==> config.mk <==
export PLATFORM = sky130hd
export DESIGN_NAME = csr_stage
export DESIGN_NICKNAME = d
export VERILOG_FILES = /design/src/logic/csr_pkg.sv /design/src/logic/csr_stage.sv /design/src/logic/csr_trap_ctrl.sv /design/src/logic/csr_regfile.sv
export VERILOG_INCLUDE_DIRS = /design/src /design/src/logic
export SDC_FILE = /design/constraint.sdc
export NUM_CORES = 1
export LEC_CHECK = 0
export BUFFER_PORTS_ARGS = -buffer_cell sky130_fd_sc_hd__buf_4
export CAP_MARGIN = 20
export CORE_MARGIN = 10
export CORE_UTILIZATION = 35
export CTS_CLUSTER_DIAMETER = 60
export DETAILED_ROUTE_END_ITERATION = 8
export HOLD_SLACK_MARGIN = 0.08
export PLACE_DENSITY = 0.56
export SETUP_SLACK_MARGIN = 0.1
export SLEW_MARGIN = 5
export SYNTH_ARGS = -nofsm -noshare
export SYNTH_HDL_FRONTEND = slang
export SYNTH_SLANG_ARGS = --single-unit
==> constraint.sdc <==
create_clock -name clk -period 4.49 [get_ports clk]
set_clock_uncertainty 0.15 [all_clocks]
set_input_delay 0.449 -clock clk [delete_from_list [all_inputs] [get_ports clk]]
set_output_delay 0.449 -clock clk [all_outputs]
set_load 0.1 [all_outputs]
==> src/logic/csr_defines.svh <==
`ifndef CSR_DEFINES_SVH
`define CSR_DEFINES_SVH

// Datapath and tag widths
`define CSR_XLEN            32
`define CSR_ADDR_W          12
`define CSR_ID_W            64

// Saved ID out of reset, never issued by the front end
`define CSR_ID_RESET        64'hffff_0000_0000_0000

// Machine trap setup and handling
`define CSR_ADDR_MSTATUS    12'h300
`define CSR_ADDR_MISA       12'h301
`define CSR_ADDR_MIE        12'h304
`define CSR_ADDR_MTVEC      12'h305
`define CSR_ADDR_MSCRATCH   12'h340
`define CSR_ADDR_MEPC       12'h341
`define CSR_ADDR_MCAUSE     12'h342
`define CSR_ADDR_MIP        12'h344

// Counters, user and machine views
`define CSR_ADDR_CYCLE      12'hc00
`define CSR_ADDR_CYCLEH     12'hc80
`define CSR_ADDR_MCYCLE     12'hb00
`define CSR_ADDR_MCYCLEH    12'hb80

// Machine information, all read as zero
`define CSR_ADDR_MVENDORID  12'hf11
`define CSR_ADDR_MARCHID    12'hf12
`define CSR_ADDR_MIMPID     12'hf13
`define CSR_ADDR_MHARTID    12'hf14

// mcause codes, bit 31 marks an interrupt
`define CSR_CAUSE_ECALL_U   32'h0000_0008
`define CSR_CAUSE_ECALL_M   32'h0000_000b
`define CSR_CAUSE_MTI       32'h8000_0007

// MXL = 1 (RV32), extensions A, I and M
`define CSR_MISA_VALUE      32'h4000_1101

// Field positions
`define CSR_MSTATUS_MIE_BIT  3
`define CSR_MSTATUS_MPIE_BIT 7
`define CSR_MSTATUS_MPP_LSB  11
`define CSR_MIE_MTIE_BIT     7
`define CSR_MIP_MTIP_BIT     7

`endif
==> src/logic/csr_pkg.sv <==
`include "csr_defines.svh"

package csr_pkg;

    // CSR stage commands, values 0..3 finish in one cycle
    typedef enum logic [2:0] {
        CSR_X     = 3'd0,
        CSR_W     = 3'd1,
        CSR_S     = 3'd2,
        CSR_C     = 3'd3,
        CSR_ECALL = 3'd4,
        CSR_MRET  = 3'd5
    } csr_cmd_e;

    // Encoded as in mstatus.MPP
    typedef enum logic [1:0] {
        PRIV_USER    = 2'b00,
        PRIV_MACHINE = 2'b11
    } priv_mode_e;

    // One instruction presented to the stage
    typedef struct packed {
        csr_cmd_e                cmd;
        logic [`CSR_ADDR_W-1:0]  addr;
        logic [`CSR_XLEN-1:0]    op1;
        logic [`CSR_XLEN-1:0]    pc;
    } csr_req_t;

    // What commits at the coming clock edge
    typedef enum logic [1:0] {
        EV_NONE   = 2'd0,
        EV_CSR_OP = 2'd1,
        EV_TRAP   = 2'd2,
        EV_MRET   = 2'd3
    } trap_event_e;

    // Trap controller to register file
    typedef struct packed {
        trap_event_e             ev;
        logic [`CSR_XLEN-1:0]    cause;
        logic [`CSR_XLEN-1:0]    epc;
        priv_mode_e              prev_mode;
        // Registered timer pending, shown in mip
        logic                    mtip;
    } trap_update_t;

    // Register file state used for trap decisions
    typedef struct packed {
        logic                    mie;
        logic                    mpie;
        priv_mode_e              mpp;
        logic                    mtie;
        logic [`CSR_XLEN-1:0]    mtvec;
        logic [`CSR_XLEN-1:0]    mepc;
    } csr_status_t;

endpackage

==> src/logic/csr_stage.sv <==
`timescale 1ns/1ps
`include "csr_defines.svh"

module csr_stage (
    input  logic                    clk,
    input  logic                    rst,
    input  logic                    csr_valid,
    input  logic [`CSR_ID_W-1:0]    csr_inst_id,
    input  csr_pkg::csr_req_t       csr_req,
    input  logic [63:0]             cycle_count,
    input  logic [63:0]             mtime,
    input  logic [63:0]             mtimecmp,
    output logic [`CSR_XLEN-1:0]    csr_rdata,
    output logic                    csr_stall,
    output logic                    csr_trap,
    output logic [`CSR_XLEN-1:0]    csr_trap_vector
);

    // Controller to register file
    csr_pkg::trap_update_t  trap_update;
    csr_pkg::priv_mode_e    cur_mode;
    // Register file back to controller
    csr_pkg::csr_status_t   csr_status;

    // Mode, handshake and trap decisions
    csr_trap_ctrl trap_ctrl_i (
        .clk             (clk),
        .rst             (rst),
        .csr_valid       (csr_valid),
        .csr_inst_id     (csr_inst_id),
        .csr_req         (csr_req),
        .mtime           (mtime),
        .mtimecmp        (mtimecmp),
        .status          (csr_status),
        .update          (trap_update),
        .mode            (cur_mode),
        .csr_stall       (csr_stall),
        .csr_trap        (csr_trap),
        .csr_trap_vector (csr_trap_vector)
    );

    // CSR storage and read path
    csr_regfile regfile_i (
        .clk         (clk),
        .rst         (rst),
        .req         (csr_req),
        .update      (trap_update),
        .mode        (cur_mode),
        .mtip        (trap_update.mtip),
        .cycle_count (cycle_count),
        .rdata       (csr_rdata),
        .status      (csr_status)
    );

endmodule

==> src/logic/csr_trap_ctrl.sv <==
`timescale 1ns/1ps
`include "csr_defines.svh"

module csr_trap_ctrl (
    input  logic                    clk,
    input  logic                    rst,
    input  logic                    csr_valid,
    input  logic [`CSR_ID_W-1:0]    csr_inst_id,
    input  csr_pkg::csr_req_t       csr_req,
    input  logic [63:0]             mtime,
    input  logic [63:0]             mtimecmp,
    input  csr_pkg::csr_status_t    status,
    output csr_pkg::trap_update_t   update,
    output csr_pkg::priv_mode_e     mode,
    output logic                    csr_stall,
    output logic                    csr_trap,
    output logic [`CSR_XLEN-1:0]    csr_trap_vector
);

    logic [`CSR_ID_W-1:0]   saved_id;
    logic                   mtip_q;
    // Set while the second cycle of a redirect is due
    logic                   redirect;
    logic [`CSR_XLEN-1:0]   trap_vector_q;

    logic                   second_cycle;
    logic                   first_cycle;
    logic                   irq_pending;
    csr_pkg::trap_event_e   ev;
    logic [`CSR_XLEN-1:0]   cause;
    logic [`CSR_XLEN-1:0]   mtvec_base;
    logic [`CSR_XLEN-1:0]   target;

    // Same ID again after a stall, state already committed
    assign second_cycle = csr_valid && redirect && (csr_inst_id == saved_id);
    assign first_cycle  = csr_valid && !second_cycle;

    // Machine timer interrupt enabled and pending
    assign irq_pending = mtip_q && status.mie && status.mtie;

    // Event select, interrupt beats ECALL/MRET beats CSR op
    always_comb begin
        ev    = csr_pkg::EV_NONE;
        cause = '0;
        if (first_cycle) begin
            if (irq_pending) begin
                // Instruction's own write is dropped
                ev    = csr_pkg::EV_TRAP;
                cause = `CSR_CAUSE_MTI;
            end else begin
                case (csr_req.cmd)
                    csr_pkg::CSR_ECALL: begin
                        ev    = csr_pkg::EV_TRAP;
                        cause = (mode == csr_pkg::PRIV_USER) ?
                                `CSR_CAUSE_ECALL_U : `CSR_CAUSE_ECALL_M;
                    end
                    csr_pkg::CSR_MRET: ev = csr_pkg::EV_MRET;
                    csr_pkg::CSR_W,
                    csr_pkg::CSR_S,
                    csr_pkg::CSR_C:    ev = csr_pkg::EV_CSR_OP;
                    default:           ev = csr_pkg::EV_NONE;
                endcase
            end
        end
    end

    // Redirect target
    assign mtvec_base = {status.mtvec[`CSR_XLEN-1:2], 2'b00};

    always_comb begin
        if (ev == csr_pkg::EV_MRET) begin
            target = status.mepc;
        end else if (irq_pending && (status.mtvec[1:0] == 2'b01)) begin
            // Vectored, base + 4 * code, interrupts only
            target = mtvec_base + {cause[`CSR_XLEN-3:0], 2'b00};
        end else begin
            // Direct mode and all exceptions
            target = mtvec_base;
        end
    end

    // Order to the register file
    always_comb begin
        update.ev        = ev;
        update.cause     = cause;
        update.epc       = csr_req.pc;
        update.prev_mode = mode;
        update.mtip      = mtip_q;
    end

    // Two-cycle handshake flags
    assign csr_stall = (ev == csr_pkg::EV_TRAP) || (ev == csr_pkg::EV_MRET);
    assign csr_trap  = second_cycle;

    always_ff @(posedge clk) begin
        if (rst) begin
            mode     <= csr_pkg::PRIV_MACHINE;
            saved_id <= `CSR_ID_RESET;
            mtip_q   <= 1'b0;
            redirect <= 1'b0;
        end else begin
            // Pending bit lags the compare by one clock
            mtip_q <= (mtime >= mtimecmp);
            if (csr_valid) begin
                saved_id <= csr_inst_id;
                redirect <= csr_stall;
            end
            case (ev)
                csr_pkg::EV_TRAP: mode <= csr_pkg::PRIV_MACHINE;
                csr_pkg::EV_MRET: mode <= status.mpp;
                default: begin
                end
            endcase
        end
    end

    // Vector held for the trap cycle
    always_ff @(posedge clk) begin
        if (csr_stall) begin
            trap_vector_q <= target;
        end
    end

    assign csr_trap_vector = trap_vector_q;

endmodule

==> src/logic/csr_regfile.sv <==
`timescale 1ns/1ps
`include "csr_defines.svh"

module csr_regfile (
    input  logic                    clk,
    input  logic                    rst,
    input  csr_pkg::csr_req_t       req,
    input  csr_pkg::trap_update_t   update,
    input  csr_pkg::priv_mode_e     mode,
    input  logic                    mtip,
    input  logic [63:0]             cycle_count,
    output logic [`CSR_XLEN-1:0]    rdata,
    output csr_pkg::csr_status_t    status
);

    // Kept machine CSR state
    logic                   mstatus_mie;
    logic                   mstatus_mpie;
    csr_pkg::priv_mode_e    mstatus_mpp;
    logic                   mie_mtie;
    logic [`CSR_XLEN-1:0]   mtvec;
    logic [`CSR_XLEN-1:0]   mscratch;
    logic [`CSR_XLEN-1:0]   mepc;
    logic [`CSR_XLEN-1:0]   mcause;

    // Packed views and datapath
    logic [`CSR_XLEN-1:0]   mstatus_val;
    logic [`CSR_XLEN-1:0]   mie_val;
    logic [`CSR_XLEN-1:0]   mip_val;
    logic [`CSR_XLEN-1:0]   csr_val;
    logic [`CSR_XLEN-1:0]   wdata;
    logic                   can_read;
    logic                   can_write;

    // Privilege field of the address must not exceed the mode
    assign can_read  = req.addr[9:8] <= mode;
    // Top two bits 11 mean a read-only CSR
    assign can_write = can_read && (req.addr[11:10] != 2'b11);

    always_comb begin
        mstatus_val = '0;
        mstatus_val[`CSR_MSTATUS_MIE_BIT]     = mstatus_mie;
        mstatus_val[`CSR_MSTATUS_MPIE_BIT]    = mstatus_mpie;
        mstatus_val[`CSR_MSTATUS_MPP_LSB +: 2] = mstatus_mpp;
        mie_val = '0;
        mie_val[`CSR_MIE_MTIE_BIT] = mie_mtie;
        mip_val = '0;
        mip_val[`CSR_MIP_MTIP_BIT] = mtip;
    end

    // Read mux, unknown addresses read zero
    always_comb begin
        case (req.addr)
            `CSR_ADDR_MSTATUS:   csr_val = mstatus_val;
            `CSR_ADDR_MISA:      csr_val = `CSR_MISA_VALUE;
            `CSR_ADDR_MIE:       csr_val = mie_val;
            `CSR_ADDR_MTVEC:     csr_val = mtvec;
            `CSR_ADDR_MSCRATCH:  csr_val = mscratch;
            `CSR_ADDR_MEPC:      csr_val = mepc;
            `CSR_ADDR_MCAUSE:    csr_val = mcause;
            `CSR_ADDR_MIP:       csr_val = mip_val;
            `CSR_ADDR_CYCLE:     csr_val = cycle_count[31:0];
            `CSR_ADDR_CYCLEH:    csr_val = cycle_count[63:32];
            `CSR_ADDR_MCYCLE:    csr_val = cycle_count[31:0];
            `CSR_ADDR_MCYCLEH:   csr_val = cycle_count[63:32];
            `CSR_ADDR_MVENDORID: csr_val = '0;
            `CSR_ADDR_MARCHID:   csr_val = '0;
            `CSR_ADDR_MIMPID:    csr_val = '0;
            `CSR_ADDR_MHARTID:   csr_val = '0;
            default:             csr_val = '0;
        endcase
    end

    // Old value goes out, write commits at the edge
    assign rdata = can_read ? csr_val : '0;

    // Write, set or clear against the current value
    always_comb begin
        case (req.cmd)
            csr_pkg::CSR_W: wdata = req.op1;
            csr_pkg::CSR_S: wdata = csr_val | req.op1;
            csr_pkg::CSR_C: wdata = csr_val & ~req.op1;
            default:        wdata = csr_val;
        endcase
    end

    always_ff @(posedge clk) begin
        if (rst) begin
            mstatus_mie  <= 1'b0;
            mstatus_mpie <= 1'b0;
            mstatus_mpp  <= csr_pkg::PRIV_MACHINE;
            mie_mtie     <= 1'b0;
            mtvec        <= '0;
            mscratch     <= '0;
            mepc         <= '0;
            mcause       <= '0;
        end else begin
            case (update.ev)
                csr_pkg::EV_CSR_OP: begin
                    if (can_write) begin
                        case (req.addr)
                            `CSR_ADDR_MSTATUS: begin
                                mstatus_mie  <= wdata[`CSR_MSTATUS_MIE_BIT];
                                mstatus_mpie <= wdata[`CSR_MSTATUS_MPIE_BIT];
                                // Only U and M exist, anything nonzero is M
                                mstatus_mpp  <= (wdata[`CSR_MSTATUS_MPP_LSB +: 2] == 2'b00) ?
                                                csr_pkg::PRIV_USER : csr_pkg::PRIV_MACHINE;
                            end
                            `CSR_ADDR_MIE:      mie_mtie <= wdata[`CSR_MIE_MTIE_BIT];
                            `CSR_ADDR_MTVEC:    mtvec    <= wdata;
                            `CSR_ADDR_MSCRATCH: mscratch <= wdata;
                            // IALIGN 32
                            `CSR_ADDR_MEPC:     mepc     <= {wdata[`CSR_XLEN-1:2], 2'b00};
                            `CSR_ADDR_MCAUSE:   mcause   <= wdata;
                            default: begin
                            end
                        endcase
                    end
                end
                csr_pkg::EV_TRAP: begin
                    mcause       <= update.cause;
                    mepc         <= update.epc;
                    mstatus_mpie <= mstatus_mie;
                    mstatus_mie  <= 1'b0;
                    mstatus_mpp  <= update.prev_mode;
                end
                csr_pkg::EV_MRET: begin
                    mstatus_mie  <= mstatus_mpie;
                    mstatus_mpie <= 1'b1;
                    // Lowest supported mode
                    mstatus_mpp  <= csr_pkg::PRIV_USER;
                end
                default: begin
                end
            endcase
        end
    end

    // State the trap controller needs
    always_comb begin
        status.mie   = mstatus_mie;
        status.mpie  = mstatus_mpie;
        status.mpp   = mstatus_mpp;
        status.mtie  = mie_mtie;
        status.mtvec = mtvec;
        status.mepc  = mepc;
    end

endmodule

==> key figures, run 1 <==
Layout
  – Area occupied by multi-input gates: 0.00896 mm2
  – Final nets: 2655
  – Final Util: 49.7%
  – Most frequent cells in the layout: 463 x buf_4, 222 x nand2_1, 210 x nor2_1
  – Register area: 0.00498 mm2
  – Layout cell share with drive strength beyond 1: 25.3%
  – Area growth from synthesis to layout: 39.3%
  – Most common cell after layout, fill and taps aside: buf_4
  – Filler cell count: 4010
  – Post-route insts no fill: 2804

Place
  – Port-buffer cells: 403
  – DP HPWL: 46.2 mm
  – Pre-CTS setup slack: -0.0684 ns
  – # placed instances: 2655
  – RePlAce Congestion: 0.921

Floorplanning
  – Starting Density: 35.7%
  – FP Rows: 74
  – Top Ports: 404
  – Die area: 0.0505 mm2
  – Die H: 225 um
  – Die extent in x: 225 um
  – Placeable Area: 0.0411 mm2

Drt
  – DRT antenna net count: 0
  – Drt initial violations: 1110
  – Post-Route WL: 62.1 mm
  – First-pass DRT Iterations: 6
  – Vias per inst: 5.44
  – Per-cell routed wire length: 22.1 um
  – Vias: 15300
  – DRC: 0

Power and ir drop
  – Pleak: 9.08 nW
  – Maximum vdd drop: 0.333 mV
  – Power Density: 279 mW/mm2

Logic synthesis
  – Netlist cell types: 80
  – Ys Warns: 0
  – Register area share after synthesis: 34.0%
  – Mapped Nets: 2179
  – Syn Area/Cell: 8.28 um2
  – Seq cells post-synth: 233
  – Syn Inst Count: 1770
  – Post-synth EDFFs: 32
  – Synthesized area: 0.0147 mm2
  – Primary FF master, synth: dfxtp_1
  – Synth async-reset ratio: 0%

Clock tree
  – CTS buffer count: 30
  – H-tree depth: 1
  – Clk slew on worst S/H paths: 0.06 ns
  – CTS sink cnt: 233
  – Worst skew pair latency: 0.57 ns
  – Worst-case clock buffer depth: 3
  – CTS tree: yes
  – Root Buffer: clkbuf_16

STA
  – Setup WS post-layout: 0.281 ns
  – Post-layout min period: 4.21 ns
  – Final setup fails: 0
  – Final Slew Violations: 0
  – RSZ-0062 raised after global routing: false
  – Slew HR: 27.6%
  – Final hold viol count: 0
  – Slew at the pin closest to its max-slew limit: 1.09 ns
  – Achievable Freq: 238 MHz
  – Final Cycle Share: 93.7%
  – Post-Route Setup TNS: 0 ns
  – Hold Worst Slack: 0.107 ns

GRT
  – Initial antenna violation count: 4
  – Wire length of the first global-routing pass: 93.1 mm
  – Vias in the first global route: 15400
  – Total congestion overflow: 0
  – Gr usage total: 23.4%
  – Largest net degree at the start of global routing: 69

Min path
  – Hold crit path type: in2reg

Status
  – Status: complete, no violations

Setup path
  – CP Max Fanout: 7
  – CP Capture Type: flip-flop
  – Worst path arrival time: 4.36 ns
  – Startpoint class of the critical path: input port
  – Crit Path Class: in2reg
  – WP data required: 4.65 ns

Run
  – Max_cap viols: 0
## synthesized netlist by cell type, types with 3 or more instances
cell type / number / share of area (%)
a211oi_2: 18 / 1.5
nor3_1: 41 / 1.4
ha_1: 70 / 6.0
xnor2_1: 23 / 1.4
a211oi_1: 52 / 2.7
a2111oi_0: 4 / 0.24
clkbuf_1: 84 / 2.2
buf_1: 7 / 0.18
dfxtp_1: 201 / 27
o2111ai_1: 7 / 0.42
and3_1: 15 / 0.64
edfxtp_1: 32 / 6.6
a21oi_1: 103 / 3.5
nor2_1: 211 / 5.4
o22ai_1: 6 / 0.26
nand2_1: 224 / 5.7
nor2b_1: 36 / 1.5
a211oi_4: 4 / 0.55
nand2b_1: 15 / 0.64
buf_6: 4 / 0.31
xor2_1: 54 / 3.2
a22oi_1: 29 / 1.5
a221o_1: 27 / 1.8
a22o_2: 4 / 0.27
or2_2: 4 / 0.17
a21o_1: 28 / 1.4
a221oi_1: 6 / 0.36
buf_2: 15 / 0.51
nor4_1: 13 / 0.55
a2bb2oi_1: 6 / 0.36
inv_1: 87 / 2.2
mux2i_1: 133 / 9.1
and4_1: 3 / 0.18
a31oi_1: 7 / 0.30
nand3_1: 35 / 1.2
or4_1: 3 / 0.15
o211ai_1: 3 / 0.15
nor4bb_1: 3 / 0.20
nand4_1: 23 / 0.98
o21ai_0: 54 / 1.8
a22o_1: 18 / 1.1
o2bb2ai_1: 4 / 0.24
and2_1: 6 / 0.26
## kinds of logic (layout without fill, tap and decap cells)
| logic type | Yosys count | count (layout) | share of synthesized area, % |
|---|---|---|---|
| other | 0 | 2 | 0 |
| buffers and inverters | 199 | 699 | 5.53 |
| AO/OA/AOI/OAI | 403 | 403 | 20.0 |
| adder cells (fa/ha/maj) | 71 | 71 | 6.11 |
| XOR/XNOR | 77 | 77 | 4.60 |
| AND/OR/NAND/NOR | 653 | 653 | 20.6 |
| flip-flops | 233 | 233 | 34.0 |
| multiplexers | 134 | 134 | 9.16 |
## power by group
part	internal, mW	leakage (nW)	switching, mW
logic	0.463	6.63	0.481
registers	2.17	1.94	0.0401
clock network	1.56	0.512	0.990
total	4.19	9.08	1.51
## layout make-up
type                    count  area share, %
multi-input cells        1338           43.9
flip-flops and latches    233           24.4
repair buffers            556           21.7
clock buffers              37           3.91
well taps                 532           3.26
inverters                  87           1.60
clock inverters            19           1.19
diodes                      2         0.0245
## state kept, by name, summed over array words and instances, names as in the netlist
| signal | count |
|---|---|
| regfile_i.mscratch | 32 |
| regfile_i.mcause | 32 |
| regfile_i.mstatus_mpp | 2 |
| regfile_i.mepc | 32 |
| trap_ctrl_i.mtip_q | 1 |
| trap_ctrl_i.saved_id | 64 |
| regfile_i.mtvec | 32 |
| regfile_i.mstatus_mie | 1 |
| trap_ctrl_i.csr_trap_vector | 32 |
| trap_ctrl_i.redirect | 1 |
| regfile_i.mstatus_mpie | 1 |
| regfile_i.mie_mtie | 1 |
| trap_ctrl_i.mode | 2 |
## timing repair
| item | 4_1_cts | 5_1_grt |
|---|---|---|
| endpoints found under the hold margin | 89 | 0 |
| endpoints found under the setup margin | 0 | 16 |
| gates resized for setup | 0 | 9 |
| buffers inserted | 0 | 2 |
| hold buffers | 89 | 0 |
## per-stage QoR
stage          cell area [um2]  power [mW]
6_report                 20400        5.70
2_1_floorplan            14700        2.70
4_1_cts                  20400        5.74
3_3_place_gp             18400        3.11
3_5_place_dp             18400        3.12
5_1_grt                  20400        5.91
## per-layer routing
layer  share of wire (%)  global-route usage [%]
met1                  41                    29.3
met2                  48                    40.6
met3                 8.0                    4.59
met4                 2.4                    5.72
met5               0.021                       0
## final timing paths
kind,from,end,slack (ns),depth (start not counted)
setup / recovery,csr_inst_id[39],trap_ctrl_i.csr_trap_vector[31],0.28,21
hold / removal,csr_req[28],regfile_i.mepc[28],0.11,3
setup reg to reg,trap_ctrl_i.saved_id[59],trap_ctrl_i.csr_trap_vector[31],0.36,19
hold reg to reg,regfile_i.mscratch[30],regfile_i.mscratch[30],0.30,2
## critical path, stage by stage
cell and delay (ns):
dlygate4sd3_1 0.53, buf_4 0.14, inv_1 0.07, o22ai_1 0.08
or4_1 0.52, nor4bb_1 0.32, buf_4 0.17, a21boi_4 0.09
nand2_1 0.13, inv_1 0.07, buf_4 0.14, ha_1 0.27
a21o_1 0.16, a21o_1 0.20, a21oi_2 0.17, nor4_1 0.07
buf_4 0.16, and2b_2 0.24, nand4_1 0.11, xor2_1 0.16
o21ai_0 0.09
Note: power is estimated with default switching activity, not from simulation.
==> run 2, diff against run 1 <==
RECOVER_POWER = 25   (was not set)
REMOVE_ABC_BUFFERS = 1   (was not set)
==> key figures, run 2 (synthesis results as in run 1) <==
Place
  – # placed instances: 2637 (was 2655)
  – DP HPWL: 45.3 mm (was 46.2 mm)
  – Pre-CTS setup slack: 0.0314 ns (was -0.0684 ns)
  – RePlAce Congestion: 0.883 (was 0.921)
  – Placed cell area: 0.0183 mm2 (was 0.0184 mm2)
  – Port-buffer cells: 403 (unchanged)

Floorplanning
  – Die area: 0.0505 mm2 (unchanged)
  – Top Ports: 404 (unchanged)
  – FP Rows: 74 (unchanged)
  – Die extent in x: 225 um (unchanged)
  – Placeable Area: 0.0411 mm2 (unchanged)
  – Starting Density: 35.7% (unchanged)
  – Die H: 225 um (unchanged)

STA
  – Hold Worst Slack: 0.0881 ns (was 0.107 ns)
  – RSZ-0062 raised after global routing: false (unchanged)
  – Slew HR: -44.6% (was 27.6%)
  – Setup WS post-layout: 0.299 ns (was 0.281 ns)
  – Post-Route Setup TNS: 0 ns (unchanged)
  – Achievable Freq: 239 MHz (was 238 MHz)
  – Final Slew Violations: 69 (was 0)
  – Final Cycle Share: 93.3% (was 93.7%)
  – Final hold viol count: 0 (unchanged)
  – Final setup fails: 0 (unchanged)
  – Post-layout min period: 4.19 ns (was 4.21 ns)
  – Slew at the pin closest to its max-slew limit: 2.17 ns (was 1.09 ns)

Clock tree
  – Root Buffer: clkbuf_16 (unchanged)
  – H-tree depth: 1 (unchanged)
  – Clk slew on worst S/H paths: 0.06 ns (about the same)
  – Worst-case clock buffer depth: 3 (unchanged)
  – CTS sink cnt: 233 (unchanged)
  – Worst skew pair latency: 0.57 ns (about the same)
  – CTS tree: yes (unchanged)
  – CTS buffer count: 30 (unchanged)

Drt
  – Drt initial violations: 1146 (was 1110)
  – Post-Route WL: 62.2 mm (was 62.1 mm)
  – Per-cell routed wire length: 22.3 um (was 22.1 um)
  – Vias per inst: 5.38 (was 5.44)
  – DRT antenna net count: 0 (unchanged)
  – First-pass DRT Iterations: 7 (was 6)
  – Vias: 15000 (was 15300)
  – DRC: 0 (unchanged)

Setup path
  – CP Max Fanout: 4 (was 7)
  – Worst path arrival time: 4.35 ns (was 4.36 ns)
  – Startpoint class of the critical path: input port (unchanged)
  – Crit Path Class: in2reg (unchanged)
  – WP data required: 4.65 ns (about the same)
  – CP Capture Type: flip-flop (unchanged)

Status
  – Status: finished with violations (was complete, no violations)
  – Violated checks: max-capacitance violations, max-slew violations

GRT
  – Initial antenna violation count: 9 (was 4)
  – Wire length of the first global-routing pass: 92.7 mm (was 93.1 mm)
  – Gr usage total: 23.5% (was 23.4%)
  – Vias in the first global route: 15400 (about the same)
  – Total congestion overflow: 0 (unchanged)
  – Largest net degree at the start of global routing: 82 (was 69)

Layout
  – Top reg by flops: trap_ctrl_i.saved_id (unchanged)
  – Post-route insts no fill: 2791 (was 2804)
  – Area growth from synthesis to layout: 38.6% (was 39.3%)
  – Final instance area: 0.0203 mm2 (was 0.0204 mm2)
  – Final nets: 2640 (was 2655)
  – Max reg flops: 64 (unchanged)
  – Most common cell after layout, fill and taps aside: buf_4 (unchanged)
  – Filler cell count: 3967 (was 4010)
  – Final Util: 49.4% (was 49.7%)
  – Layout cell share with drive strength beyond 1: 24.2% (was 25.3%)
  – Most frequent cells in the layout: 424 x buf_4, 222 x nand2_1, 211 x nor2_1 (was 463 x buf_4, 222 x nand2_1, 210 x nor2_1)

Run
  – Max_cap viols: 1 (was 0)

Power and ir drop
  – Pleak: 8.99 nW (was 9.08 nW)
  – Total chip power: 5.68 mW (was 5.70 mW)
  – Power Density: 280 mW/mm2 (was 279 mW/mm2)
  – Maximum vdd drop: 0.326 mV (was 0.333 mV)

Min path
  – Hold crit path type: in2reg (unchanged)
[run 2: changes by cell type in the layout (fill, tap and decap cells not counted), sizes merged]
cell	delta
clkbuf	+33
diode	+2
bufinv	-4
dlygate4sd3	+2
clkinv	-9
buf	-37
[run 2: timing repair]
action	4_1_cts	5_1_grt
endpoints found under the setup margin	0	21
endpoints found under the hold margin	91	0
gates resized for setup	0	16
hold buffers	91	0
setup buffers	0	3
[run 2: area by class of cell]
class                   instances  area (um2)  share of cell area, %
inverters                      87         327                   1.61
clock inverters                 6        68.8                  0.339
repair buffers                541        4280                   21.0
multi-input cells            1338        9010                   44.3
flip-flops and latches        233        4980                   24.5
well taps                     532         666                   3.28
diodes                          4        10.0                 0.0493
clock buffers                  50         978                   4.81
[run 2: path summary, 6_finish.rpt]
path | from | endpoint | slack, ns | cells after the start
worst max register to register | trap_ctrl_i.saved_id[59] | trap_ctrl_i.csr_trap_vector[18] | 0.43 | 17
worst min-delay path | csr_req[8] | regfile_i.mepc[8] | 0.09 | 3
worst min register to register | regfile_i.mscratch[20] | regfile_i.mscratch[20] | 0.30 | 2
worst max-delay path | csr_inst_id[1] | trap_ctrl_i.csr_trap_vector[18] | 0.30 | 19
[run 2: where the power goes]
part	internal, mW	leakage [nW]	switching, mW
logic	0.466	6.53	0.487
registers	2.17	1.94	0.0418
clock network	1.54	0.513	0.983
[run 2: per-layer routing]
metal	track usage, %	vias up	part of all wire (%)
met5	0	-	0.13
li1	-	7234	-
met3	6.45	137	8.5
met1	29.2	7034	42
met4	7.33	10	3.0
met2	39.0	595	47
[run 2: critical path: stages]
cell           delay (ns)
dlygate4sd3_1        0.56
buf_4                0.15
nor2b_1              0.13
a2111o_1             0.38
nor4bb_2             0.30
nor4bb_4             0.26
a21boi_2             0.15
nand2_1              0.11
inv_1                0.07
ha_1                 0.21
fa_1                 0.41
a21o_1               0.20
a21oi_1              0.17
and4b_1              0.24
nand2_2              0.10
nor2_1               0.11
nand3_1              0.13
xor2_1               0.13
o21ai_0              0.08
